**src/design/isa_pkg.sv**
```systemverilog
/* Instruction encoding of the cut-down core. The cond field is carried in the
   word but never evaluated. Both memories are word addressed and wrap at 64 */
package isa_pkg;

    // --------------------
    // Sizes
    // --------------------
    localparam int IMEM_DEPTH = 64;
    localparam int DMEM_DEPTH = 64;
    localparam int NUM_REGS   = 16;

    // --------------------
    // Basic types
    // --------------------
    typedef logic [31:0]                    word_t;
    typedef logic [$clog2(NUM_REGS)-1:0]    reg_idx_t;
    typedef logic [10:0]                    imm_t;      // Zero-extended on use
    typedef logic [$clog2(IMEM_DEPTH)-1:0]  mem_addr_t; // Shared by both memories

    // Codes not listed here decode as NOP
    typedef enum logic [4:0] {
        OP_NOP  = 5'd0,
        OP_ADD  = 5'd1,
        OP_SUB  = 5'd2,
        OP_AND  = 5'd3,
        OP_ORR  = 5'd4,
        OP_EOR  = 5'd5,
        OP_ADDI = 5'd6,
        OP_LDR  = 5'd7,
        OP_STR  = 5'd8
    } opcode_t;

    // Field order gives bits 31:28, 27:23, 22:19, 18:15, 14:11, 10:0
    typedef struct packed {
        logic [3:0] cond;
        opcode_t    opcode;
        reg_idx_t   rn;
        reg_idx_t   rm;
        reg_idx_t   rd;
        imm_t       imm;
    } instr_t;

endpackage
```
**src/design/pipe_pkg.sv**
```systemverilog
/* Payloads held by the pipeline registers. An all-zero payload is a bubble,
   so every control bit must be active high */
package pipe_pkg;

    typedef enum logic [2:0] {
        ALU_ADD,
        ALU_SUB,
        ALU_AND,
        ALU_OR,
        ALU_XOR
    } alu_op_t;

    // Operand source picked in execute
    typedef enum logic [1:0] {
        FWD_REGFILE,
        FWD_EX_MEM,
        FWD_MEM_WB
    } fwd_sel_t;

    typedef struct packed {
        logic            valid;
        isa_pkg::instr_t instr;
    } if_id_t;

    typedef struct packed {
        logic              valid;
        isa_pkg::reg_idx_t rn;
        isa_pkg::reg_idx_t rm;
        isa_pkg::word_t    rn_val;
        isa_pkg::word_t    rm_val;
        isa_pkg::word_t    imm;         // Already zero-extended
        isa_pkg::reg_idx_t rd;
        alu_op_t           alu_op;
        logic              alu_src_imm; // Second operand is imm, not Rm
        logic              reg_write;
        logic              mem_read;
        logic              mem_write;
    } id_ex_t;

    typedef struct packed {
        logic              valid;
        isa_pkg::word_t    alu_result;  // Also the data address
        isa_pkg::word_t    store_data;
        isa_pkg::reg_idx_t rd;
        logic              reg_write;
        logic              mem_read;
        logic              mem_write;
    } ex_mem_t;

    typedef struct packed {
        logic              valid;
        isa_pkg::word_t    result;
        isa_pkg::reg_idx_t rd;
        logic              reg_write;
    } mem_wb_t;

endpackage

```
**src/design/memory_stage.sv**
```systemverilog
/* Data memory is cleared on reset. Only the low address bits are used, so
   accesses past the end wrap */
module memory_stage (
    input  logic              clk,
    input  logic              rst,
    input  pipe_pkg::ex_mem_t accessed_in,
    output pipe_pkg::mem_wb_t result
);

    isa_pkg::word_t     dmem [isa_pkg::DMEM_DEPTH];
    isa_pkg::mem_addr_t addr;
    isa_pkg::word_t     load_data;

    assign addr = accessed_in.alu_result[$bits(isa_pkg::mem_addr_t)-1:0];

    always_ff @(posedge clk) begin
        if (rst) begin
            for (int i = 0; i < isa_pkg::DMEM_DEPTH; i++) begin
                dmem[i] <= '0;
            end
        end else if (accessed_in.valid && accessed_in.mem_write) begin
            dmem[addr] <= accessed_in.store_data;
        end
    end

    assign load_data = dmem[addr];  // Asynchronous read

    assign result = '{valid:     accessed_in.valid,
                      result:    accessed_in.mem_read ? load_data : accessed_in.alu_result,
                      rd:        accessed_in.rd,
                      reg_write: accessed_in.reg_write};

endmodule

```
**config.mk**
```make
export PLATFORM = sky130hd
export DESIGN_NAME = memory_stage
export DESIGN_NICKNAME = d
export VERILOG_FILES = /design/src/design/isa_pkg.sv /design/src/design/pipe_pkg.sv /design/src/design/memory_stage.sv
export SDC_FILE = /design/constraint.sdc
export NUM_CORES = 2
export LEC_CHECK = 0
export ABC_CLOCK_PERIOD_IN_PS = 5520
export BUFFER_PORTS_ARGS = -buffer_cell sky130_fd_sc_hd__buf_2
export CAP_MARGIN = 20
export CORE_ASPECT_RATIO = 0.75
export CORE_UTILIZATION = 55
export DETAILED_ROUTE_END_ITERATION = 8
export HOLD_SLACK_MARGIN = 0.15
export PLACE_DENSITY_LB_ADDON = 0.05
export SLEW_MARGIN = 20
export SYNTH_ARGS = -nofsm -noshare
export SYNTH_HDL_FRONTEND = slang
export SYNTH_SLANG_ARGS = --single-unit
```
**constraint.sdc**
```tcl
create_clock -name clk -period 5.52 [get_ports clk]
set_input_delay 0.828 -clock clk [delete_from_list [all_inputs] [get_ports clk]]
set_output_delay 0.828 -clock clk [all_outputs]
set_load 0.05 [all_outputs]
```
==> flow_summary.ini <==
[placed_design]
dp_hpwl_um = 207000
gp_routability_congestion = 1.010
portBuffers = 101
place_area_mm2 = 0.09870

[yosys]
synth_common_cells = 2055 x and2_1, 2048 x edfxtp_1, 477 x clkbuf_1
netlist.area_leader.share = 0.6551
synth_enable_flop_cells = 2048
synth_most_common_cell = and2_1
syn_area_mm2 = 0.09388
synth_top_area_cell = edfxtp_1
ys_types = 76
netlist_top_cells_area = edfxtp_1 66%, and2_1 14%, mux4_2 4.2%, a221oi_1 2.2%, clkbuf_1 1.9%
synthCells = 6698
yosysWarnings = 0
synth_seq_cells = 2048
async_flop_share = 0
synth.yosys.seq_area_share = 0.6551
synth-main-ff-cell = edfxtp_1
synth.avg_cell_area_um2 = 14.02
synth_fp_nets = 6772

[cells_and_area]
fill_cells = 12654
largest_reg_flops = 2048
top_regs = dmem (2048)
regMostFlops = dmem
nets = 6792
area_growth_pct = 11.64
design_area_mm2 = 0.1048
final_util = 0.6220
drive_gt1_frac = 0.1871

[sta]
setup_viol = 1
whs_ps = 549.4
layout_setup_ws_ps = -46.28
max-slew-margin-rel = 0.07095
finalCritPeriodShare = 1.008
tightest_slew_ps = 1394
fmax_mhz = 179.7
layout_min_cycle_time_ps = 5566
rsz0062_at_grt = false
drv_slew = 0
finalHoldViolCount = 0

[power]
switchingPower_mw = 8.617
power_frac_clock = 0.381
power_frac_comb = 0.098
irDropWorstVdd_mv = 0.2657
power.density_mw_per_mm2 = 331.5
p_leak_nw = 36.80
netSwitchingFraction = 0.2480
p_seq_frac = 0.520
p_int_mw = 26.13

[status]
violations = negative setup slack
outcome = complete, but fails checks

[hold_path]
min_to = dmem[49][24]
holdPathStages = 2
hold_class = in2reg
hold_path_startpoint = accessed_in[31]

[cts]
cts_inserted_buffers = 198
cts_sinks = 2048
cts_tree = built
clockBufferDepth = 3
post_cts_buffers = 0
root_buffer = clkbuf_16
htree_levels = 4
path_clk_slew_ps = 60

[global_route]
antenna_found_initial = 42
grt-ovfl-total = 0
grt_pass1_vias = 57244
grt_usage = 0.4034
grt_pass1_wl_um = 478800
grt_max_degree = 65

[worst_setup_path]
crit_path_end_kind = output port
critPathRequiredTime_ps = 4690
critPathKind = in2out
startpoint_type = input pin
crit_arrival_ps = 4740
critPathMaxFanout = 54

[route]
routedWlPerCell_um = 38.37
drt_iter0_drc = 11208
ant_nets = 0
viasPerCell = 6.772
firstDrtPassIters = 6
drcViolationCount = 0
num_vias = 61826
routed_wl_um = 350300

[floorplanning]
die_area_mm2 = 0.1724
core_area_mm2 = 0.1685
pin_count = 112
die_w_um = 479.1
start_util = 0.5571
std_cell_rows = 130
die-height_um = 359.8

[flow_run]
maxCapViolCount = 0
## critical path, cell delays in order
cell and delay [ps]:
buf_12 230, nor2_4 760, buf_12 300, buf_4 200, a221oi_1 80, o21ai_0 1010
o211ai_1 450, o32a_1 540, buf_12 210
## timing repair
action | CTS | global route
endpoints found under the setup margin | 1 | 2
resized for setup | 1 | 2
hold buffers | 0 | 0
## cells in the final DEF, fill, tap and decap left out, types with 111 or more instances in the layout
| cell type | count |
|---|---|
| and2_1 | 2052 |
| edfxtp_1 | 2048 |
| buf_4 | 375 |
| a221oi_1 | 233 |
| clkbuf_16 | 205 |
| mux4_2 | 177 |
| mux2i_1 | 163 |
| mux2_2 | 158 |
| a22oi_1 | 154 |
| nor2_1 | 128 |
| a21oi_1 | 119 |
| nand2_1 | 111 |
## cell families after synthesis
| group | after synthesis | share of synthesized area |
|---|---|---|
| buf+inv | 727 | 0.03489 |
| flops | 2048 | 0.6551 |
| compound gates | 889 | 0.06966 |
| simple gates | 2524 | 0.1602 |
| mux | 510 | 0.08022 |
## worst max path at each step
stage	start	endpoint	slack, ps	cells after the start
after global placement	accessed_in[39]	result[17]	-140	10
after CTS	accessed_in[39]	result[17]	40	10
after global routing	accessed_in[39]	result[17]	170	10
final	accessed_in[39]	result[24]	-50	9
after detailed placement	accessed_in[39]	result[17]	-140	10
after floorplan	accessed_in[39]	result[21]	1560	11
## metrics by stage
stage	instances	power [mW]	setup TNS (ps)	setup slack, ps
6_report	9130	34.75	-46.28	-46.28
5_1_grt	9120	35.37	0	172.4
4_1_cts	9116	34.60	0	39.40
3_5_place_dp	8761	21.70	-137.2	-137.2
3_3_place_gp	8761	21.66	-143.3	-143.3
2_1_floorplan	6698	19.95	0	1564
## power groups by stage
stage | Combinational [mW] | Clock, mW | Sequential (mW)
after floorplan | 1.64 | 0 | 18.3
after global placement | 3.28 | 0 | 18.4
after detailed placement | 3.29 | 0 | 18.4
after CTS | 3.30 | 13.2 | 18.1
after global routing | 3.42 | 13.8 | 18.1
final | 3.42 | 13.2 | 18.1
## layer usage
| metal | routed length (um) | vias up | part of all wire | global-route usage |
|---|---|---|---|---|
| li1 | - | 24675 | - | - |
| met1 | 130900 | 31253 | 0.37 | 0.5701 |
| met2 | 147400 | 4958 | 0.42 | 0.5665 |
| met3 | 51380 | 918 | 0.15 | 0.1260 |
| met4 | 20470 | 22 | 0.058 | 0.1943 |
| met5 | 126 | - | 0.00036 | 0 |
## cell type report
| type | count | area (um^2) | area share |
|---|---|---|---|
| diodes | 13 | 32.53 | 0.0003104 |
| clock buffers | 261 | 5340 | 0.05095 |
| inverters | 5 | 28.78 | 0.0002746 |
| well taps | 2244 | 2808 | 0.02679 |
| multi-input cells | 3923 | 29410 | 0.2806 |
| repair buffers | 542 | 5000 | 0.04770 |
| clock inverters | 94 | 691.9 | 0.006602 |
| flip-flops and latches | 2048 | 61500 | 0.5868 |
Note: power is estimated with default switching activity, not from simulation.
