--- config.mk ---
export PLATFORM = sky130hd
export DESIGN_NAME = fetch_stage
export DESIGN_NICKNAME = d
export VERILOG_FILES = /design/src/design/isa_pkg.sv /design/src/design/pipe_pkg.sv /design/src/design/fetch_stage.sv
export SDC_FILE = /design/constraint.sdc
export NUM_CORES = 2
export LEC_CHECK = 0
export ABC_AREA = 0
export BUFFER_PORTS_ARGS = -buffer_cell sky130_fd_sc_hd__buf_2
export CAP_MARGIN = 20
export CORE_MARGIN = 8
export CORE_UTILIZATION = 60
export CTS_CLUSTER_DIAMETER = 50
export DETAILED_ROUTE_END_ITERATION = 8
export PLACE_DENSITY = 0.77
export SLEW_MARGIN = 20
export SYNTH_ARGS = -nofsm -noshare
export SYNTH_HDL_FRONTEND = slang
export SYNTH_SLANG_ARGS = --single-unit
--- constraint.sdc ---
create_clock -name clk -period 2.6 [get_ports clk]
set_clock_uncertainty 0.1 [all_clocks]
set_input_delay 0.39 -clock clk [delete_from_list [all_inputs] [get_ports clk]]
set_output_delay 0.39 -clock clk [all_outputs]
set_load 0.005 [all_outputs]
--- src/design/isa_pkg.sv ---
/* Instruction encoding of the cut-down core. The cond field is carried in the
   word but never evaluated. Both memories are word addressed and wrap at 64 */
package isa_pkg;

    // --------------------
    // Sizes
    // --------------------
    localparam int IMEM_DEPTH = 64;
    localparam int DMEM_DEPTH = 64;
    localparam int NUM_REGS   = 16;

    // --------------------
    // Basic types
    // --------------------
    typedef logic [31:0]                    word_t;
    typedef logic [$clog2(NUM_REGS)-1:0]    reg_idx_t;
    typedef logic [10:0]                    imm_t;      // Zero-extended on use
    typedef logic [$clog2(IMEM_DEPTH)-1:0]  mem_addr_t; // Shared by both memories

    // Codes not listed here decode as NOP
    typedef enum logic [4:0] {
        OP_NOP  = 5'd0,
        OP_ADD  = 5'd1,
        OP_SUB  = 5'd2,
        OP_AND  = 5'd3,
        OP_ORR  = 5'd4,
        OP_EOR  = 5'd5,
        OP_ADDI = 5'd6,
        OP_LDR  = 5'd7,
        OP_STR  = 5'd8
    } opcode_t;

    // Field order gives bits 31:28, 27:23, 22:19, 18:15, 14:11, 10:0
    typedef struct packed {
        logic [3:0] cond;
        opcode_t    opcode;
        reg_idx_t   rn;
        reg_idx_t   rm;
        reg_idx_t   rd;
        imm_t       imm;
    } instr_t;

endpackage
--- src/design/pipe_pkg.sv ---
/* Payloads held by the pipeline registers. An all-zero payload is a bubble,
   so every control bit must be active high */
package pipe_pkg;

    typedef enum logic [2:0] {
        ALU_ADD,
        ALU_SUB,
        ALU_AND,
        ALU_OR,
        ALU_XOR
    } alu_op_t;

    // Operand source picked in execute
    typedef enum logic [1:0] {
        FWD_REGFILE,
        FWD_EX_MEM,
        FWD_MEM_WB
    } fwd_sel_t;

    typedef struct packed {
        logic            valid;
        isa_pkg::instr_t instr;
    } if_id_t;

    typedef struct packed {
        logic              valid;
        isa_pkg::reg_idx_t rn;
        isa_pkg::reg_idx_t rm;
        isa_pkg::word_t    rn_val;
        isa_pkg::word_t    rm_val;
        isa_pkg::word_t    imm;         // Already zero-extended
        isa_pkg::reg_idx_t rd;
        alu_op_t           alu_op;
        logic              alu_src_imm; // Second operand is imm, not Rm
        logic              reg_write;
        logic              mem_read;
        logic              mem_write;
    } id_ex_t;

    typedef struct packed {
        logic              valid;
        isa_pkg::word_t    alu_result;  // Also the data address
        isa_pkg::word_t    store_data;
        isa_pkg::reg_idx_t rd;
        logic              reg_write;
        logic              mem_read;
        logic              mem_write;
    } ex_mem_t;

    typedef struct packed {
        logic              valid;
        isa_pkg::word_t    result;
        isa_pkg::reg_idx_t rd;
        logic              reg_write;
    } mem_wb_t;

endpackage

--- src/design/fetch_stage.sv ---
/* Program is loaded over a four-phase req/ack port while run is low.
   PC stays at zero until run rises and then wraps after the last word */
module fetch_stage (
    input  logic               clk,
    input  logic               rst,
    input  logic               run,
    input  logic               stall,
    input  logic               load_req,
    input  isa_pkg::mem_addr_t load_addr,
    input  isa_pkg::instr_t    load_instr,
    output logic               load_ack,
    output pipe_pkg::if_id_t   fetched
);

    isa_pkg::instr_t    imem [isa_pkg::IMEM_DEPTH];
    isa_pkg::mem_addr_t pc;
    logic               load_wr;

    // --------------------
    // Load handshake
    // --------------------
    assign load_wr = load_req && !load_ack;  // First cycle of a request

    // Ack follows req by one cycle in both directions
    always_ff @(posedge clk) begin
        if (rst) begin
            load_ack <= 1'b0;
        end else begin
            load_ack <= load_req;
        end
    end

    // Cleared on reset so words past the program read as NOP
    always_ff @(posedge clk) begin
        if (rst) begin
            for (int i = 0; i < isa_pkg::IMEM_DEPTH; i++) begin
                imem[i] <= '0;
            end
        end else if (load_wr) begin
            imem[load_addr] <= load_instr;
        end
    end

    // --------------------
    // Program counter
    // --------------------
    always_ff @(posedge clk) begin
        if (rst || !run) begin
            pc <= '0;
        end else if (!stall) begin
            pc <= pc + 1'b1;    // Wraps at the memory size
        end
    end

    // Invalid while halted, so decode sees bubbles
    assign fetched = '{valid: run, instr: imem[pc]};

endmodule

==> results.cfg <==
[outcome]
status = finished with violations
violations = setup timing

[cells_and_area]
nets = 6344
area_growth_pct = 18.55
drive_gt1_share_pct = 29.53
final_cells = 8523
fill_cells = 9122
fin_util_pct = 71.71

[sta]
rsz0062_at_grt = yes
finalWorstPathRequiredPeriod_ns = 4.036
maxSlewHeadroom_pct = 36.16
finalHoldViolations = 0
period_share_pct = 155.2
fmax_mhz = 247.7
drv_slew = 0
worst_slack_ns = -1.436
setup_violations = 32
hold_slack_ns = 0.07327
worst_slew_pin_slew_ns = 0.9576

[clocking]
cts_tree = built
cts.htree.levels = 4
numCtsBuffers = 208
clkLatencyLatePin_ns = 0.84
clockBufferDepth = 3
clk_root_buffer_cell = clkbuf_16
clkSinkCount = 2061
clk_pin_slew_ns = 0.06

[logic_synthesis]
syn_area_um2 = 93290
post-synth-top-area-cell = edfxtp_1
ys_warn_count = 0
synth-edff-count = 2048
yosysSeqAreaShare_pct = 66.20
synth_fp_nets = 5933
ys_types = 50
async_reset_ff_share_pct = 0
avgSynthCellArea_um2 = 15.84
netlist_instances = 5889
synth_top_area_share_pct = 65.92
ys.flop_type = edfxtp_1
synth_seq_cells = 2061
synthTopCellsByArea = edfxtp_1, and2_1, mux4_2

[floorplan]
die-area_um2 = 168400
rows = 144
pin_count = 77
core_area_um2 = 154200
start_util_pct = 60.49
die_w_um = 410.3
die_height_um = 410.3

[critical_path]
critPathMaxStageDelay_ns = 0.40
crit_path_frequent_cell = buf_4
cp-end-kind = output port
setup.worst_path.start_class = flip-flop
path_class = flip-flop to output port
rrSetupSlack_ns = 0.38
arrival_ns = 3.55
cp_cell_sequence = buf_4 -> buf_12 -> bufbuf_16 -> mux4_2 -> o221ai_1 -> buf_4 -> a21oi_2 -> a21oi_1 -> buf_4 -> a221oi_1 -> buf_2
crit_family = buffers and inverters
critPathSlowestCell = a221oi_1
crit_required_ns = 2.11
r2r-start = load_ack
critPathMaxFanout = 7
worst-path-buf-inv = 6

[power_and_ir_drop]
p_leak_nw = 41.29
power_mw = 70.77
p_per_area_nw_per_um2 = 639.9
ir_drop_uv = 684.1

[drt]
drc_errors = 0
wl_mm = 275.9
dr.pass1.iters = 6
routed_via_density = 6.520
via_count = 55570
wl_per_cell_um = 32.37
ant_nets = 0
drt_iter0_drc = 8310

[global_routing]
track_usage_pct = 32.32
grt_pass1_wl_mm = 393.7
antenna_found_initial = 18
grt_max_degree = 67
grt_remaining_overflow = 0
grt_pass1_vias = 56220

[placed_design]
dp_hpwl_mm = 167.4
portBuffers = 76
dp.cells = 8018
gp_congestion = 0.9222

[job]
maxCapViolations = 0

[worst_hold_path]
hold_start = load_instr[30]
hp-class = input port to flip-flop
-- routing by layer --
| layer | global-route usage (%) | share of wire [%] | up-vias | routed length [µm] |
|---|---|---|---|---|
| met4 | 17.33 | 5.8 | 4 | 16130 |
| met1 | 41.15 | 34 | 28220 | 92710 |
| met5 | 0 | 0.0098 | - | 27 |
| li1 | - | - | 22620 | - |
| met2 | 51.58 | 48 | 3927 | 132800 |
| met3 | 8.147 | 12 | 793 | 34170 |
-- per-stage QoR --
stage	instance area, µm²	TNS (ns)	setup WS, ns
after floorplan	93290	0	0.1785
after global placement	100600	-20.73	-1.015
after detailed placement	100600	-21.21	-0.9783
after CTS	109700	-40.86	-1.347
after global routing	110600	-43.34	-1.446
final	110600	-41.48	-1.436
-- path summary, 6_finish.rpt --
path,cells after the start,endpoint
worst max-delay path,11,fetched[4]
worst min-delay path,3,imem[49][30]
worst max register to register,6,imem[47][16]
worst min register to register,2,pc[5]
-- cell usage after synthesis, types with 24 or more instances --
library cell and n:
mux4_2 491, mux2i_1 158, nand2_1 24, buf_2 64, clkbuf_1 449, a21oi_1 47, a221oi_1 78, edfxtp_1 2048
buf_1 43, a22o_1 52, buf_4 40, nor2_1 80, and2_1 2050, or2_2 66
-- timing repair --
| item | CTS | global route |
|---|---|---|
| hold buffers | 4 | 0 |
| resized for setup | 302 | 99 |
| cloned | 19 | 4 |
| setup buffers | 62 | 42 |
| pin swaps | 42 | 36 |
| endpoints found under the hold margin | 13 | 0 |
| endpoints found under the setup margin | 32 | 32 |
-- state kept, by name (all words and copies together), names as in the netlist, named ones only --
register  flops
imem       2048
pc            6
load_ack      1
-- tightest hold or removal path: stages --
cell	delay, ns
buf_2	0.11
buf_12	0.16
and2_1	0.16
-- where the power goes --
part	leakage [nW]	internal, mW	switching [mW]
registers	22.1	37.3	0.261
clock network	3.10	16.0	12.6
logic	16.1	1.85	2.74
total	41.3	55.2	15.6
-- layout by cell type (no fill, tap or decap), drive strengths merged, types with 6 or more instances in the layout --
cell type	netlist	layout
or2	66	66
clkinv	0	77
o21ai	6	6
a21oi	47	47
diode	0	12
nand3	17	17
edfxtp	2048	2048
nor2	80	80
mux2i	158	158
inv	3	12
buf	162	796
nand3b	6	6
mux2	10	10
and3	6	6
a22o	52	52
and2	2050	2050
o22ai	20	20
o22a	8	8
nor2b	15	15
o221ai	21	21
a31oi	6	6
mux4	491	491
nor3	6	6
a221oi	78	78
clkbuf	449	286
nand2	24	24
bufbuf	0	8
dfxtp	13	13
bufinv	0	8
-- final cells by class --
| type | count | area [µm²] | share of cell area [%] |
|---|---|---|---|
| Clock inverter | 95 | 678.2 | 0.6132 |
| Inverter | 3 | 11.26 | 0.01018 |
| Clock buffer | 282 | 5684 | 5.140 |
| Multi-Input combinational cell | 3214 | 30750 | 27.80 |
| Tap cell | 2044 | 2557 | 2.312 |
| Sequential cell | 2061 | 61770 | 55.86 |
| Timing Repair Buffer | 812 | 9110 | 8.237 |
| Antenna cell | 12 | 30.03 | 0.02715 |
-- cell families (layout without fill, tap and decap cells) --
group	Yosys count	in the layout	synth area share (%)
AO/OA/AOI/OAI	264	264	2.189
XOR/XNOR	4	4	0.03756
adder cells (fa/ha/maj)	1	1	0.01341
buffers and inverters	614	1192	2.842
flip-flops	2061	2061	66.20
multiplexers	659	659	13.67
other	0	12	0
AND/OR/NAND/NOR	2286	2286	15.05
Note: power is estimated with default switching activity, not from simulation.
