--- src/design/isa_pkg.sv ---
/* Instruction encoding of the cut-down core. The cond field is carried in the
   word but never evaluated. Both memories are word addressed and wrap at 64 */
package isa_pkg;

    // --------------------
    // Sizes
    // --------------------
    localparam int IMEM_DEPTH = 64;
    localparam int DMEM_DEPTH = 64;
    localparam int NUM_REGS   = 16;

    // --------------------
    // Basic types
    // --------------------
    typedef logic [31:0]                    word_t;
    typedef logic [$clog2(NUM_REGS)-1:0]    reg_idx_t;
    typedef logic [10:0]                    imm_t;      // Zero-extended on use
    typedef logic [$clog2(IMEM_DEPTH)-1:0]  mem_addr_t; // Shared by both memories

    // Codes not listed here decode as NOP
    typedef enum logic [4:0] {
        OP_NOP  = 5'd0,
        OP_ADD  = 5'd1,
        OP_SUB  = 5'd2,
        OP_AND  = 5'd3,
        OP_ORR  = 5'd4,
        OP_EOR  = 5'd5,
        OP_ADDI = 5'd6,
        OP_LDR  = 5'd7,
        OP_STR  = 5'd8
    } opcode_t;

    // Field order gives bits 31:28, 27:23, 22:19, 18:15, 14:11, 10:0
    typedef struct packed {
        logic [3:0] cond;
        opcode_t    opcode;
        reg_idx_t   rn;
        reg_idx_t   rm;
        reg_idx_t   rd;
        imm_t       imm;
    } instr_t;

endpackage
--- src/design/pipe_pkg.sv ---
/* Payloads held by the pipeline registers. An all-zero payload is a bubble,
   so every control bit must be active high */
package pipe_pkg;

    typedef enum logic [2:0] {
        ALU_ADD,
        ALU_SUB,
        ALU_AND,
        ALU_OR,
        ALU_XOR
    } alu_op_t;

    // Operand source picked in execute
    typedef enum logic [1:0] {
        FWD_REGFILE,
        FWD_EX_MEM,
        FWD_MEM_WB
    } fwd_sel_t;

    typedef struct packed {
        logic            valid;
        isa_pkg::instr_t instr;
    } if_id_t;

    typedef struct packed {
        logic              valid;
        isa_pkg::reg_idx_t rn;
        isa_pkg::reg_idx_t rm;
        isa_pkg::word_t    rn_val;
        isa_pkg::word_t    rm_val;
        isa_pkg::word_t    imm;         // Already zero-extended
        isa_pkg::reg_idx_t rd;
        alu_op_t           alu_op;
        logic              alu_src_imm; // Second operand is imm, not Rm
        logic              reg_write;
        logic              mem_read;
        logic              mem_write;
    } id_ex_t;

    typedef struct packed {
        logic              valid;
        isa_pkg::word_t    alu_result;  // Also the data address
        isa_pkg::word_t    store_data;
        isa_pkg::reg_idx_t rd;
        logic              reg_write;
        logic              mem_read;
        logic              mem_write;
    } ex_mem_t;

    typedef struct packed {
        logic              valid;
        isa_pkg::word_t    result;
        isa_pkg::reg_idx_t rd;
        logic              reg_write;
    } mem_wb_t;

endpackage

--- src/design/bypass_if.sv ---
/* Write results of the EX/MEM and MEM/WB registers. The MEM/WB half is also
   the register file write port */
interface bypass_if;

    logic              ex_mem_write;
    isa_pkg::reg_idx_t ex_mem_rd;
    isa_pkg::word_t    ex_mem_data;  // ALU result only
    logic              mem_wb_write;
    isa_pkg::reg_idx_t mem_wb_rd;
    isa_pkg::word_t    mem_wb_data;

    modport source (
        output ex_mem_write, ex_mem_rd, ex_mem_data,
        output mem_wb_write, mem_wb_rd, mem_wb_data
    );

    modport forward (
        input ex_mem_write, ex_mem_rd, ex_mem_data,
        input mem_wb_write, mem_wb_rd, mem_wb_data
    );

    modport writeback (
        input mem_wb_write, mem_wb_rd, mem_wb_data
    );

endinterface

--- src/design/execute_stage.sv ---
/* Purely combinational. EX/MEM forwarding assumes no load sits there while a
   dependent instruction executes, which the decode stall guarantees */
module execute_stage (
    input  pipe_pkg::id_ex_t  issued,
    bypass_if.forward         fwd,
    output pipe_pkg::ex_mem_t executed
);

    pipe_pkg::fwd_sel_t sel_a;
    pipe_pkg::fwd_sel_t sel_b;
    isa_pkg::word_t     op_a;
    isa_pkg::word_t     rm_fwd;
    isa_pkg::word_t     op_b;
    isa_pkg::word_t     alu_res;

    // Younger result wins
    function automatic pipe_pkg::fwd_sel_t pick_src(
        input isa_pkg::reg_idx_t src,
        input logic              em_write,
        input isa_pkg::reg_idx_t em_rd,
        input logic              mw_write,
        input isa_pkg::reg_idx_t mw_rd
    );
        if (em_write && em_rd == src) return pipe_pkg::FWD_EX_MEM;
        if (mw_write && mw_rd == src) return pipe_pkg::FWD_MEM_WB;
        return pipe_pkg::FWD_REGFILE;
    endfunction

    function automatic isa_pkg::word_t pick_val(
        input pipe_pkg::fwd_sel_t sel,
        input isa_pkg::word_t     rf_val,
        input isa_pkg::word_t     em_val,
        input isa_pkg::word_t     mw_val
    );
        case (sel)
            pipe_pkg::FWD_EX_MEM: return em_val;
            pipe_pkg::FWD_MEM_WB: return mw_val;
            default:              return rf_val;
        endcase
    endfunction

    // --------------------
    // Operand forwarding
    // --------------------
    assign sel_a = pick_src(issued.rn, fwd.ex_mem_write, fwd.ex_mem_rd,
                            fwd.mem_wb_write, fwd.mem_wb_rd);
    assign sel_b = pick_src(issued.rm, fwd.ex_mem_write, fwd.ex_mem_rd,
                            fwd.mem_wb_write, fwd.mem_wb_rd);

    assign op_a   = pick_val(sel_a, issued.rn_val, fwd.ex_mem_data, fwd.mem_wb_data);
    assign rm_fwd = pick_val(sel_b, issued.rm_val, fwd.ex_mem_data, fwd.mem_wb_data);
    assign op_b   = issued.alu_src_imm ? issued.imm : rm_fwd;

    // --------------------
    // ALU
    // --------------------
    always_comb begin
        case (issued.alu_op)
            pipe_pkg::ALU_SUB: alu_res = op_a - op_b;
            pipe_pkg::ALU_AND: alu_res = op_a & op_b;
            pipe_pkg::ALU_OR:  alu_res = op_a | op_b;
            pipe_pkg::ALU_XOR: alu_res = op_a ^ op_b;
            default:           alu_res = op_a + op_b;
        endcase
    end

    assign executed = '{valid:      issued.valid,
                        alu_result: alu_res,
                        store_data: rm_fwd,       // STR stores Rm
                        rd:         issued.rd,
                        reg_write:  issued.reg_write,
                        mem_read:   issued.mem_read,
                        mem_write:  issued.mem_write};

endmodule

--- src/flat_wrapper.sv ---
// flat-port wrapper written by rule: the top's interface ports become plain ports
module execute_stage_flat 
  (issued, executed, fwd_ex_mem_write, fwd_ex_mem_rd, fwd_ex_mem_data, fwd_mem_wb_write, fwd_mem_wb_rd, fwd_mem_wb_data);
  bypass_if fwd_i ();
  input  pipe_pkg::id_ex_t issued;
  output pipe_pkg::ex_mem_t executed;
  input wire logic [$bits(fwd_i.ex_mem_write)-1:0] fwd_ex_mem_write;
  input wire logic [$bits(fwd_i.ex_mem_rd)-1:0] fwd_ex_mem_rd;
  input wire logic [$bits(fwd_i.ex_mem_data)-1:0] fwd_ex_mem_data;
  input wire logic [$bits(fwd_i.mem_wb_write)-1:0] fwd_mem_wb_write;
  input wire logic [$bits(fwd_i.mem_wb_rd)-1:0] fwd_mem_wb_rd;
  input wire logic [$bits(fwd_i.mem_wb_data)-1:0] fwd_mem_wb_data;
  assign fwd_i.ex_mem_write = fwd_ex_mem_write;
  assign fwd_i.ex_mem_rd = fwd_ex_mem_rd;
  assign fwd_i.ex_mem_data = fwd_ex_mem_data;
  assign fwd_i.mem_wb_write = fwd_mem_wb_write;
  assign fwd_i.mem_wb_rd = fwd_mem_wb_rd;
  assign fwd_i.mem_wb_data = fwd_mem_wb_data;
  execute_stage u_core (.issued(issued), .fwd(fwd_i), .executed(executed));
endmodule
--- config.mk ---
export PLATFORM = sky130hd
export DESIGN_NAME = execute_stage_flat
export DESIGN_NICKNAME = d
export VERILOG_FILES = /design/src/design/isa_pkg.sv /design/src/design/pipe_pkg.sv /design/src/design/bypass_if.sv /design/src/design/execute_stage.sv /design/src/flat_wrapper.sv
export SDC_FILE = /design/constraint.sdc
export NUM_CORES = 1
export LEC_CHECK = 0
export ABC_AREA = 1
export ABC_CLOCK_PERIOD_IN_PS = 10100
export CAP_MARGIN = 25
export CORE_UTILIZATION = 45
export DETAILED_ROUTE_END_ITERATION = 16
export DONT_BUFFER_PORTS = 1
export PLACE_DENSITY = 0.69
export SYNTH_ARGS = -nofsm -noshare
export SYNTH_HDL_FRONTEND = slang
export SYNTH_SLANG_ARGS = --single-unit
export TNS_END_PERCENT = 30
--- constraint.sdc ---
create_clock -name vclk -period 10.1
set_clock_uncertainty 0.05 [all_clocks]
set_input_delay 1.01 -clock vclk [all_inputs]
set_output_delay 1.01 -clock vclk [all_outputs]
set_load 0.05 [all_outputs]
==> run metrics <==
status=completed; vias in the first global route=6841; Final Critical Period=7503 ps; total power=0.7153 mW; Layout Utilization=46.82%; Final Max Tran Viols=0; pwr/cell area=105.1 nW/µm²; initial drt markers=637; die area=15340 µm²; Setup crit start kind=input pin; unrepaired setup endpoints after global routing=no; total wire length=24040 µm; Max Fclk=133.3 MHz; seq_cells=0; max-cap violations=0; first-pass GRT wire length=36540 µm; CP endpoint kind=output port; CP Depth=29; Crit Path Max Fanout=41; worst setup margin=2597 ps; pin slew with the least headroom to its limit=1110 ps; placed instance count=1327; Routed WL per cell=18.11 µm; GR Overflow Total=0; Starting Density=45.96%; DRC violations left=0; Final Instance Count excl. Fillers=1328; clk_buf instances=0; Placed Area=6803 µm²; I/O pin count=262; share of cells above drive strength 1=10.24%; Buf+Inv Stages, Crit Path=5; Avg Vias per Cell=5.765; commonest cells after routing, fill and taps aside=285 x nand2_1, 195 x inv_1, 111 x nor2_1; cell area after layout=6805 µm²; largest net degree at the start of global routing=42; initial antenna violation count=1; I/O Buffers=0; setup TNS=0 ps; hold_ws=1970 ps; register area share after synthesis=0%; cts hold-fix bufs=0; slowest library cell on the worst path=nand3_2; P&R area growth vs syn=1.873%; Site Rows=44; router iterations before antenna repair=7; final hold vios=0; Slew Limit Headroom=25.53%; CP Data Arrival Time=6440 ps; leading cell type in the layout, fill and taps excluded=nand2_1; synth unique cells=51; GP Congestion=0.9261; dpl hpwl=20170 µm; most used cell, CP=nand2_1; Place WS=2715 ps; multi-input logic area=5624 µm²; Final #Nets=1437; Worst Hold Path Cells=0; post-CTS sizing=0; period utilization=74.29%; die span in x=123.8 µm; GRT Resource Usage Total=30.68%; filler instances=1657; post-CTS setup buffers=0; Max VDD drop=0.00003961 V; WS Path Type=input pin to output port; total of warnings raised by yosys=0; worst hold-check path type=input pin to output port; Die Y=123.8 µm; Crit path largest cell delay=520 ps; post-route ant nets=0; LEAKAGE=3.818 nW; Post-Syn Nets=1463; Vias=7656; Reg area=0 µm²; Final setup viols=0; Crit path max-delay family=simple AND/OR/NAND/NOR gates; Synth Instances=1171; Cell Area, Synth=6680 µm²; Required @ worst endpoint=9040 ps; Avg Cell Area, Syn=5.705 µm²; Core ar.=14530 µm²
[logic make-up after synthesis]
family	after synthesis	synth area share, %
AND/OR/NAND/NOR	588	40.59
AO/OA/AOI/OAI	180	18.17
buffers and inverters	255	16.00
XOR/XNOR	46	6.031
adder cells (fa/ha/maj)	102	19.22
[path summary, 6_finish.rpt]
check                   startpoint            to  slack (ps)
hold / removal           issued[2]   executed[2]        1970
setup / recovery  fwd_ex_mem_rd[2]  executed[70]        2600
[where the power goes]
part,switching (mW),leakage [nW],internal (mW)
combinational,0.525,3.82,0.191
sequential,0,0,0
clock,0,0.00000634,0.0000000133
[Yosys cell counts, types with 5 or more instances]
cell	instances	share of area, %
inv_1	195	11
nand4_1	9	0.84
o2111ai_1	15	2.0
buf_2	9	0.67
nand2_2	22	2.1
buf_4	11	1.2
buf_6	6	1.0
o21ai_0	38	2.8
nor2_1	114	6.4
a221oi_1	44	5.8
or2_2	5	0.47
xnor2_1	6	0.79
nand2_1	285	16
xor2_1	40	5.2
a21oi_1	51	3.8
clkbuf_1	24	1.3
ha_1	101	19
nand3_2	33	4.9
nor2_2	10	0.94
nor3_1	11	0.82
nand3_1	86	6.4
[per-layer routing]
metal | GRT usage [%] | wire length (µm)
met5 | 0 | 0
met1 | 41.53 | 10160
met3 | 4.487 | 2146
met2 | 49.97 | 10960
met4 | 8.886 | 777
[final cells by class]
cell class | instances | share of cell area [%]
antenna | 1 | 0.03677
multi-input combinational | 916 | 82.64
timing repair buffer | 25 | 2.758
tap | 184 | 3.383
inverter | 202 | 11.18
Power figures use the tool's default switching activity.
