==> src/design/isa_pkg.sv <==
/* Instruction encoding of the cut-down core. The cond field is carried in the
   word but never evaluated. Both memories are word addressed and wrap at 64 */
package isa_pkg;

    // --------------------
    // Sizes
    // --------------------
    localparam int IMEM_DEPTH = 64;
    localparam int DMEM_DEPTH = 64;
    localparam int NUM_REGS   = 16;

    // --------------------
    // Basic types
    // --------------------
    typedef logic [31:0]                    word_t;
    typedef logic [$clog2(NUM_REGS)-1:0]    reg_idx_t;
    typedef logic [10:0]                    imm_t;      // Zero-extended on use
    typedef logic [$clog2(IMEM_DEPTH)-1:0]  mem_addr_t; // Shared by both memories

    // Codes not listed here decode as NOP
    typedef enum logic [4:0] {
        OP_NOP  = 5'd0,
        OP_ADD  = 5'd1,
        OP_SUB  = 5'd2,
        OP_AND  = 5'd3,
        OP_ORR  = 5'd4,
        OP_EOR  = 5'd5,
        OP_ADDI = 5'd6,
        OP_LDR  = 5'd7,
        OP_STR  = 5'd8
    } opcode_t;

    // Field order gives bits 31:28, 27:23, 22:19, 18:15, 14:11, 10:0
    typedef struct packed {
        logic [3:0] cond;
        opcode_t    opcode;
        reg_idx_t   rn;
        reg_idx_t   rm;
        reg_idx_t   rd;
        imm_t       imm;
    } instr_t;

endpackage
==> src/design/pipe_pkg.sv <==
/* Payloads held by the pipeline registers. An all-zero payload is a bubble,
   so every control bit must be active high */
package pipe_pkg;

    typedef enum logic [2:0] {
        ALU_ADD,
        ALU_SUB,
        ALU_AND,
        ALU_OR,
        ALU_XOR
    } alu_op_t;

    // Operand source picked in execute
    typedef enum logic [1:0] {
        FWD_REGFILE,
        FWD_EX_MEM,
        FWD_MEM_WB
    } fwd_sel_t;

    typedef struct packed {
        logic            valid;
        isa_pkg::instr_t instr;
    } if_id_t;

    typedef struct packed {
        logic              valid;
        isa_pkg::reg_idx_t rn;
        isa_pkg::reg_idx_t rm;
        isa_pkg::word_t    rn_val;
        isa_pkg::word_t    rm_val;
        isa_pkg::word_t    imm;         // Already zero-extended
        isa_pkg::reg_idx_t rd;
        alu_op_t           alu_op;
        logic              alu_src_imm; // Second operand is imm, not Rm
        logic              reg_write;
        logic              mem_read;
        logic              mem_write;
    } id_ex_t;

    typedef struct packed {
        logic              valid;
        isa_pkg::word_t    alu_result;  // Also the data address
        isa_pkg::word_t    store_data;
        isa_pkg::reg_idx_t rd;
        logic              reg_write;
        logic              mem_read;
        logic              mem_write;
    } ex_mem_t;

    typedef struct packed {
        logic              valid;
        isa_pkg::word_t    result;
        isa_pkg::reg_idx_t rd;
        logic              reg_write;
    } mem_wb_t;

endpackage

==> src/design/bypass_if.sv <==
/* Write results of the EX/MEM and MEM/WB registers. The MEM/WB half is also
   the register file write port */
interface bypass_if;

    logic              ex_mem_write;
    isa_pkg::reg_idx_t ex_mem_rd;
    isa_pkg::word_t    ex_mem_data;  // ALU result only
    logic              mem_wb_write;
    isa_pkg::reg_idx_t mem_wb_rd;
    isa_pkg::word_t    mem_wb_data;

    modport source (
        output ex_mem_write, ex_mem_rd, ex_mem_data,
        output mem_wb_write, mem_wb_rd, mem_wb_data
    );

    modport forward (
        input ex_mem_write, ex_mem_rd, ex_mem_data,
        input mem_wb_write, mem_wb_rd, mem_wb_data
    );

    modport writeback (
        input mem_wb_write, mem_wb_rd, mem_wb_data
    );

endinterface

==> src/design/decode_stage.sv <==
/* Register file resets to zero and is write-first, so a read of the register
   being written back returns the new value. Stall covers load-use only */
module decode_stage (
    input  logic              clk,
    input  logic              rst,
    input  pipe_pkg::if_id_t  fetched,
    input  isa_pkg::reg_idx_t ex_rd,
    input  logic              ex_mem_read,
    bypass_if.writeback       wb,
    output pipe_pkg::id_ex_t  decoded,
    output logic              stall
);

    isa_pkg::instr_t   instr;
    isa_pkg::word_t    regs [isa_pkg::NUM_REGS];
    isa_pkg::word_t    rn_val;
    isa_pkg::word_t    rm_val;
    pipe_pkg::alu_op_t alu_op;
    logic              is_rr;     // Register-register ALU op
    logic              is_mem;
    logic              reads_rn;
    logic              reads_rm;

    assign instr = fetched.instr;

    // --------------------
    // Register file
    // --------------------
    always_ff @(posedge clk) begin
        if (rst) begin
            for (int i = 0; i < isa_pkg::NUM_REGS; i++) begin
                regs[i] <= '0;
            end
        end else if (wb.mem_wb_write) begin
            regs[wb.mem_wb_rd] <= wb.mem_wb_data;
        end
    end

    assign rn_val = (wb.mem_wb_write && wb.mem_wb_rd == instr.rn) ? wb.mem_wb_data
                                                                  : regs[instr.rn];
    assign rm_val = (wb.mem_wb_write && wb.mem_wb_rd == instr.rm) ? wb.mem_wb_data
                                                                  : regs[instr.rm];

    // --------------------
    // Control decode
    // --------------------
    assign is_rr  = instr.opcode inside {isa_pkg::OP_ADD, isa_pkg::OP_SUB, isa_pkg::OP_AND,
                                         isa_pkg::OP_ORR, isa_pkg::OP_EOR};
    assign is_mem = instr.opcode inside {isa_pkg::OP_LDR, isa_pkg::OP_STR};

    assign reads_rn = fetched.valid && (is_rr || is_mem || instr.opcode == isa_pkg::OP_ADDI);
    assign reads_rm = fetched.valid && (is_rr || instr.opcode == isa_pkg::OP_STR);

    always_comb begin
        case (instr.opcode)
            isa_pkg::OP_SUB: alu_op = pipe_pkg::ALU_SUB;
            isa_pkg::OP_AND: alu_op = pipe_pkg::ALU_AND;
            isa_pkg::OP_ORR: alu_op = pipe_pkg::ALU_OR;
            isa_pkg::OP_EOR: alu_op = pipe_pkg::ALU_XOR;
            default:         alu_op = pipe_pkg::ALU_ADD; // Also the LDR/STR address add
        endcase
    end

    always_comb begin
        decoded.valid       = fetched.valid;
        decoded.rn          = instr.rn;
        decoded.rm          = instr.rm;
        decoded.rn_val      = rn_val;
        decoded.rm_val      = rm_val;
        decoded.imm         = isa_pkg::word_t'(instr.imm);
        decoded.rd          = instr.rd;
        decoded.alu_op      = alu_op;
        decoded.alu_src_imm = !is_rr;
        decoded.reg_write   = fetched.valid && (is_rr || instr.opcode == isa_pkg::OP_ADDI
                                                      || instr.opcode == isa_pkg::OP_LDR);
        decoded.mem_read    = fetched.valid && instr.opcode == isa_pkg::OP_LDR;
        decoded.mem_write   = fetched.valid && instr.opcode == isa_pkg::OP_STR;
    end

    // Load in execute whose result this instruction needs next cycle
    assign stall = ex_mem_read && ((reads_rn && ex_rd == instr.rn) ||
                                   (reads_rm && ex_rd == instr.rm));

endmodule

==> src/flat_wrapper.sv <==
// flat-port wrapper written by rule: the top's interface ports become plain ports
module decode_stage_flat 
  (clk, rst, fetched, ex_rd, ex_mem_read, decoded, stall, wb_mem_wb_write, wb_mem_wb_rd, wb_mem_wb_data);
  bypass_if wb_i ();
  input  logic clk;
  input  logic rst;
  input  pipe_pkg::if_id_t fetched;
  input  isa_pkg::reg_idx_t ex_rd;
  input  logic ex_mem_read;
  output pipe_pkg::id_ex_t decoded;
  output logic stall;
  input wire logic [$bits(wb_i.mem_wb_write)-1:0] wb_mem_wb_write;
  input wire logic [$bits(wb_i.mem_wb_rd)-1:0] wb_mem_wb_rd;
  input wire logic [$bits(wb_i.mem_wb_data)-1:0] wb_mem_wb_data;
  assign wb_i.mem_wb_write = wb_mem_wb_write;
  assign wb_i.mem_wb_rd = wb_mem_wb_rd;
  assign wb_i.mem_wb_data = wb_mem_wb_data;
  decode_stage u_core (.clk(clk), .rst(rst), .fetched(fetched), .ex_rd(ex_rd), .ex_mem_read(ex_mem_read), .wb(wb_i), .decoded(decoded), .stall(stall));
endmodule
==> config.mk <==
export PLATFORM = sky130hd
export DESIGN_NAME = decode_stage_flat
export DESIGN_NICKNAME = d
export VERILOG_FILES = /design/src/design/isa_pkg.sv /design/src/design/pipe_pkg.sv /design/src/design/bypass_if.sv /design/src/design/decode_stage.sv /design/src/flat_wrapper.sv
export SDC_FILE = /design/constraint.sdc
export NUM_CORES = 1
export LEC_CHECK = 0
export BUFFER_PORTS_ARGS = -buffer_cell sky130_fd_sc_hd__clkbuf_2
export CAP_MARGIN = 30
export CORE_ASPECT_RATIO = 2
export CORE_MARGIN = 3
export CORE_UTILIZATION = 40
export DETAILED_ROUTE_END_ITERATION = 8
export RECOVER_POWER = 25
export SYNTH_ARGS = -nofsm -noshare
export SYNTH_HDL_FRONTEND = slang
export SYNTH_SLANG_ARGS = --single-unit
==> constraint.sdc <==
create_clock -name clk -period 4.9 [get_ports clk]
set_clock_uncertainty 0.15 [all_clocks]
set_input_delay 0.245 -clock clk [delete_from_list [all_inputs] [get_ports clk]]
set_output_delay 0.245 -clock clk [all_outputs]
set_load 0.05 [all_outputs]
==> impl_metrics.json <==
{
  "io_buffers": 138,
  "grt_overflow": 0,
  "start_util_pct": 40.54,
  "synthCells": 1858,
  "setup_viol": 0,
  "path_delay_family": "buffers and inverters",
  "grt_most_used_layer": "met2",
  "p_leak_nw": 10.63,
  "seqPwrFrac_pct": 49.4,
  "syn_avg_cell_area_um2": 15.08,
  "cp.depth": 6,
  "irDropWorstVdd_mv": 0.2748,
  "dp_hpwl_mm": 55.54,
  "p_per_area_nw_per_um2": 338.9,
  "layout_min_cycle_time_ps": 4221,
  "synthTopCellsByArea": "edfxtp_1 (55%), mux4_2 (21%), and2_1 (11%)",
  "synth_warnings": 0,
  "swShare_pct": 27.45,
  "synth_cell_types": 33,
  "synth_top_area_share_pct": 54.89,
  "crit_top_cell": "clkbuf_1",
  "start_kind": "input pin",
  "clock_path_buffers": 3,
  "p_comb_share_pct": 16.7,
  "drtIter0Drc": 2005,
  "p_sw_mw": 2.881,
  "netlist_area_um2": 28010,
  "clkSinkCount": 512,
  "slew_headroom_pct": -87.63,
  "largestRegisters": "u_core.regs x512",
  "crit_path_end": "u_core.regs[14][5]",
  "met3_usage_pct": 3.743,
  "pwr-share-clk_pct": 33.8,
  "cts_made_buffers": 47,
  "totalWireLength_mm": 92.35,
  "placed_area_um2": 29530,
  "grt_pass1_vias": 18590,
  "first_pass_iters": 5,
  "row_count": 136,
  "dp.cells": 2753,
  "crit_path_top_delay_cell": "clkbuf_1",
  "cts_root_buffer": "clkbuf_16",
  "hold_path_class": "in -> reg",
  "holdWs_ps": 23.23,
  "max_stage_delay_ps": 2010,
  "rsz0062_at_grt": "no",
  "htree_levels": 2,
  "ios": 194,
  "grt_pass1_wl_mm": 129.9,
  "drive_above_1_share_pct": 30.78,
  "fin_crit_sh_pct": 86.13,
  "status": "finished with violations",
  "coreArea_um2": 69090,
  "cts_setup_buffers": 0,
  "cap_violations": 11,
  "ys_seq_area_share_pct": 54.89,
  "cts_tree": "built",
  "final_cells": 2849,
  "dieArea_um2": 73430,
  "hold_viol": 0,
  "n_fill_cell": 6229,
  "finalCoreUtilization_pct": 44.83,
  "drc_errors": 0,
  "largest_reg_flops": 512,
  "cp_data_required_time_ps": 5000,
  "gp_congestion": 0.8175,
  "synth_seq_cells": 512,
  "tightest_slew_ps": 2815,
  "endpoint_kind": "register",
  "wl_per_cell_um": 32.41,
  "nNetsFinal": 1988,
  "crit_chain": "clkbuf_1 > nand4b_1 > nor2_4 > clkbuf_1 > or2_2 > buf_4",
  "grt_max_degree": 60,
  "grtUsageMet2_pct": 43.08,
  "final_antenna_net_count": 0,
  "die_y_um": 380.2,
  "crit_type": "in -> reg",
  "die_w_um": 193.1,
  "fin_area_um2": 30970,
  "clk_pin_slew_ps": 70,
  "use_met1_pct": 30.34,
  "synthToLayoutAreaGrowth_pct": 10.59,
  "grtUsageTotal_pct": 25.08,
  "tns_ps": 0,
  "failed_checks": "max-capacitance violations, max-slew violations",
  "p_int_mw": 7.616,
  "crit_start": "rst",
  "largest-register": "u_core.regs",
  "yosysTopAreaCell": "edfxtp_1",
  "crit_buf_inv": 3,
  "critPathMaxFanout": 33,
  "drt-vias-per-instance": 6.177,
  "fmax_mhz": 236.9,
  "dr_total_vias": 17600,
  "cts.repair.resized": 0,
  "drv_slew": 365,
  "crit_arrival_ps": 4320,
  "grt_antenna_before_repair": 18
}
==> worst min-delay path by stage <==
| stage | startpoint | end | slack, ps | cells after the start |
|---|---|---|---|---|
| floorplan | wb_mem_wb_data[0] | u_core.regs[0][0] | 290 | 1 |
| CTS | wb_mem_wb_data[2] | u_core.regs[9][2] | 3 | 2 |
| global placement | fetched[14] | decoded[10] | 340 | 0 |
| finish | wb_mem_wb_data[0] | u_core.regs[0][0] | 20 | 2 |
| detailed placement | fetched[14] | decoded[10] | 340 | 0 |
| global route | wb_mem_wb_data[10] | u_core.regs[1][10] | 30 | 2 |
==> final cells by class <==
class                           count  area (µm²)  share of cell area [%]
Sequential cell                   512       15370                   49.64
Clock buffer                       60        1267                   4.092
Clock inverter                     24       158.9                  0.5130
Timing Repair Buffer              209        1299                   4.193
Tap cell                          897        1122                   3.623
Antenna cell                        6       15.01                 0.04847
Multi-Input combinational cell   1141       11740                   37.89
==> cell families (layout without fill, tap and decap cells) <==
kind of cell,count (synthesis),after routing,synth area share (%)
AOI/OAI and AO/OA,130,130,3.471
xor gates and xnor gates,18,18,0.5628
buffers and inverters,225,293,4.052
DFF,512,512,54.89
muxes,321,321,23.24
other,1,27,0.01339
and+or+nand+nor,651,651,13.77
==> stage by stage <==
step | total power [mW] | setup slack (ps)
final | 10.50 | 679.4
after detailed placement | 7.037 | 1583
after global routing | 10.80 | 721.5
after floorplan | 6.481 | 2150
after global placement | 6.987 | 1588
after CTS | 10.55 | 1576
==> layout by cell type, fill, tap and decap left out, drive strengths merged, types with 2 or more instances in the layout <==
master       netlist  layout
xnor2              6       6
clkinvlp           0       2
buf               96      59
nand2             70      70
conb               1      21
and2             514     514
or2               16      16
bufinv             0       2
diode              0       6
nor3               9       9
nand2b             4       4
nor4               3       3
nand3              2       2
xor2              12      12
and3               2       2
clkinv             0      20
a21oi              2       2
clkbuf           129     205
edfxtp           512     512
mux4             257     257
mux2              64      64
dlygate4sd3        0       5
nor2              20      20
nor2b              5       5
a22oi            126     126
==> synthesized netlist by cell type, drive strengths merged <==
master	n
nor3b	1
a22oi	126
buf	96
nand4b	1
edfxtp	512
nand4bb	1
nor3	9
nand4	1
or3	1
mux2	64
clkbuf	129
and3	2
nand2b	4
xnor2	6
nor2	20
conb	1
nor4	3
xor2	12
nor2b	5
or2	16
o2111ai	1
a21oi	2
nand3	2
or3b	1
nand2	70
and2	514
mux4	257
a21boi	1
==> repair_timing <==
action	4_1_cts	5_1_grt
hold buffers	5	0
endpoints found under the setup margin	0	0
endpoints found under the hold margin	37	0
==> per-layer routing <==
layer  wire length (µm)  vias up
li1                   -     7138
met5                  9        -
met1              32070     9191
met3               7374      259
met4               5387        2
met2              47500     1009
==> power by group through the flow <==
stage	sequential (mW)	clock, mW	combinational [mW]
2_1_floorplan	5.23	0	1.25
3_3_place_gp	5.24	0	1.75
3_5_place_dp	5.28	0	1.76
4_1_cts	5.18	3.60	1.77
5_1_grt	5.21	3.75	1.84
6_report	5.19	3.55	1.76
Power figures use the tool's default switching activity.
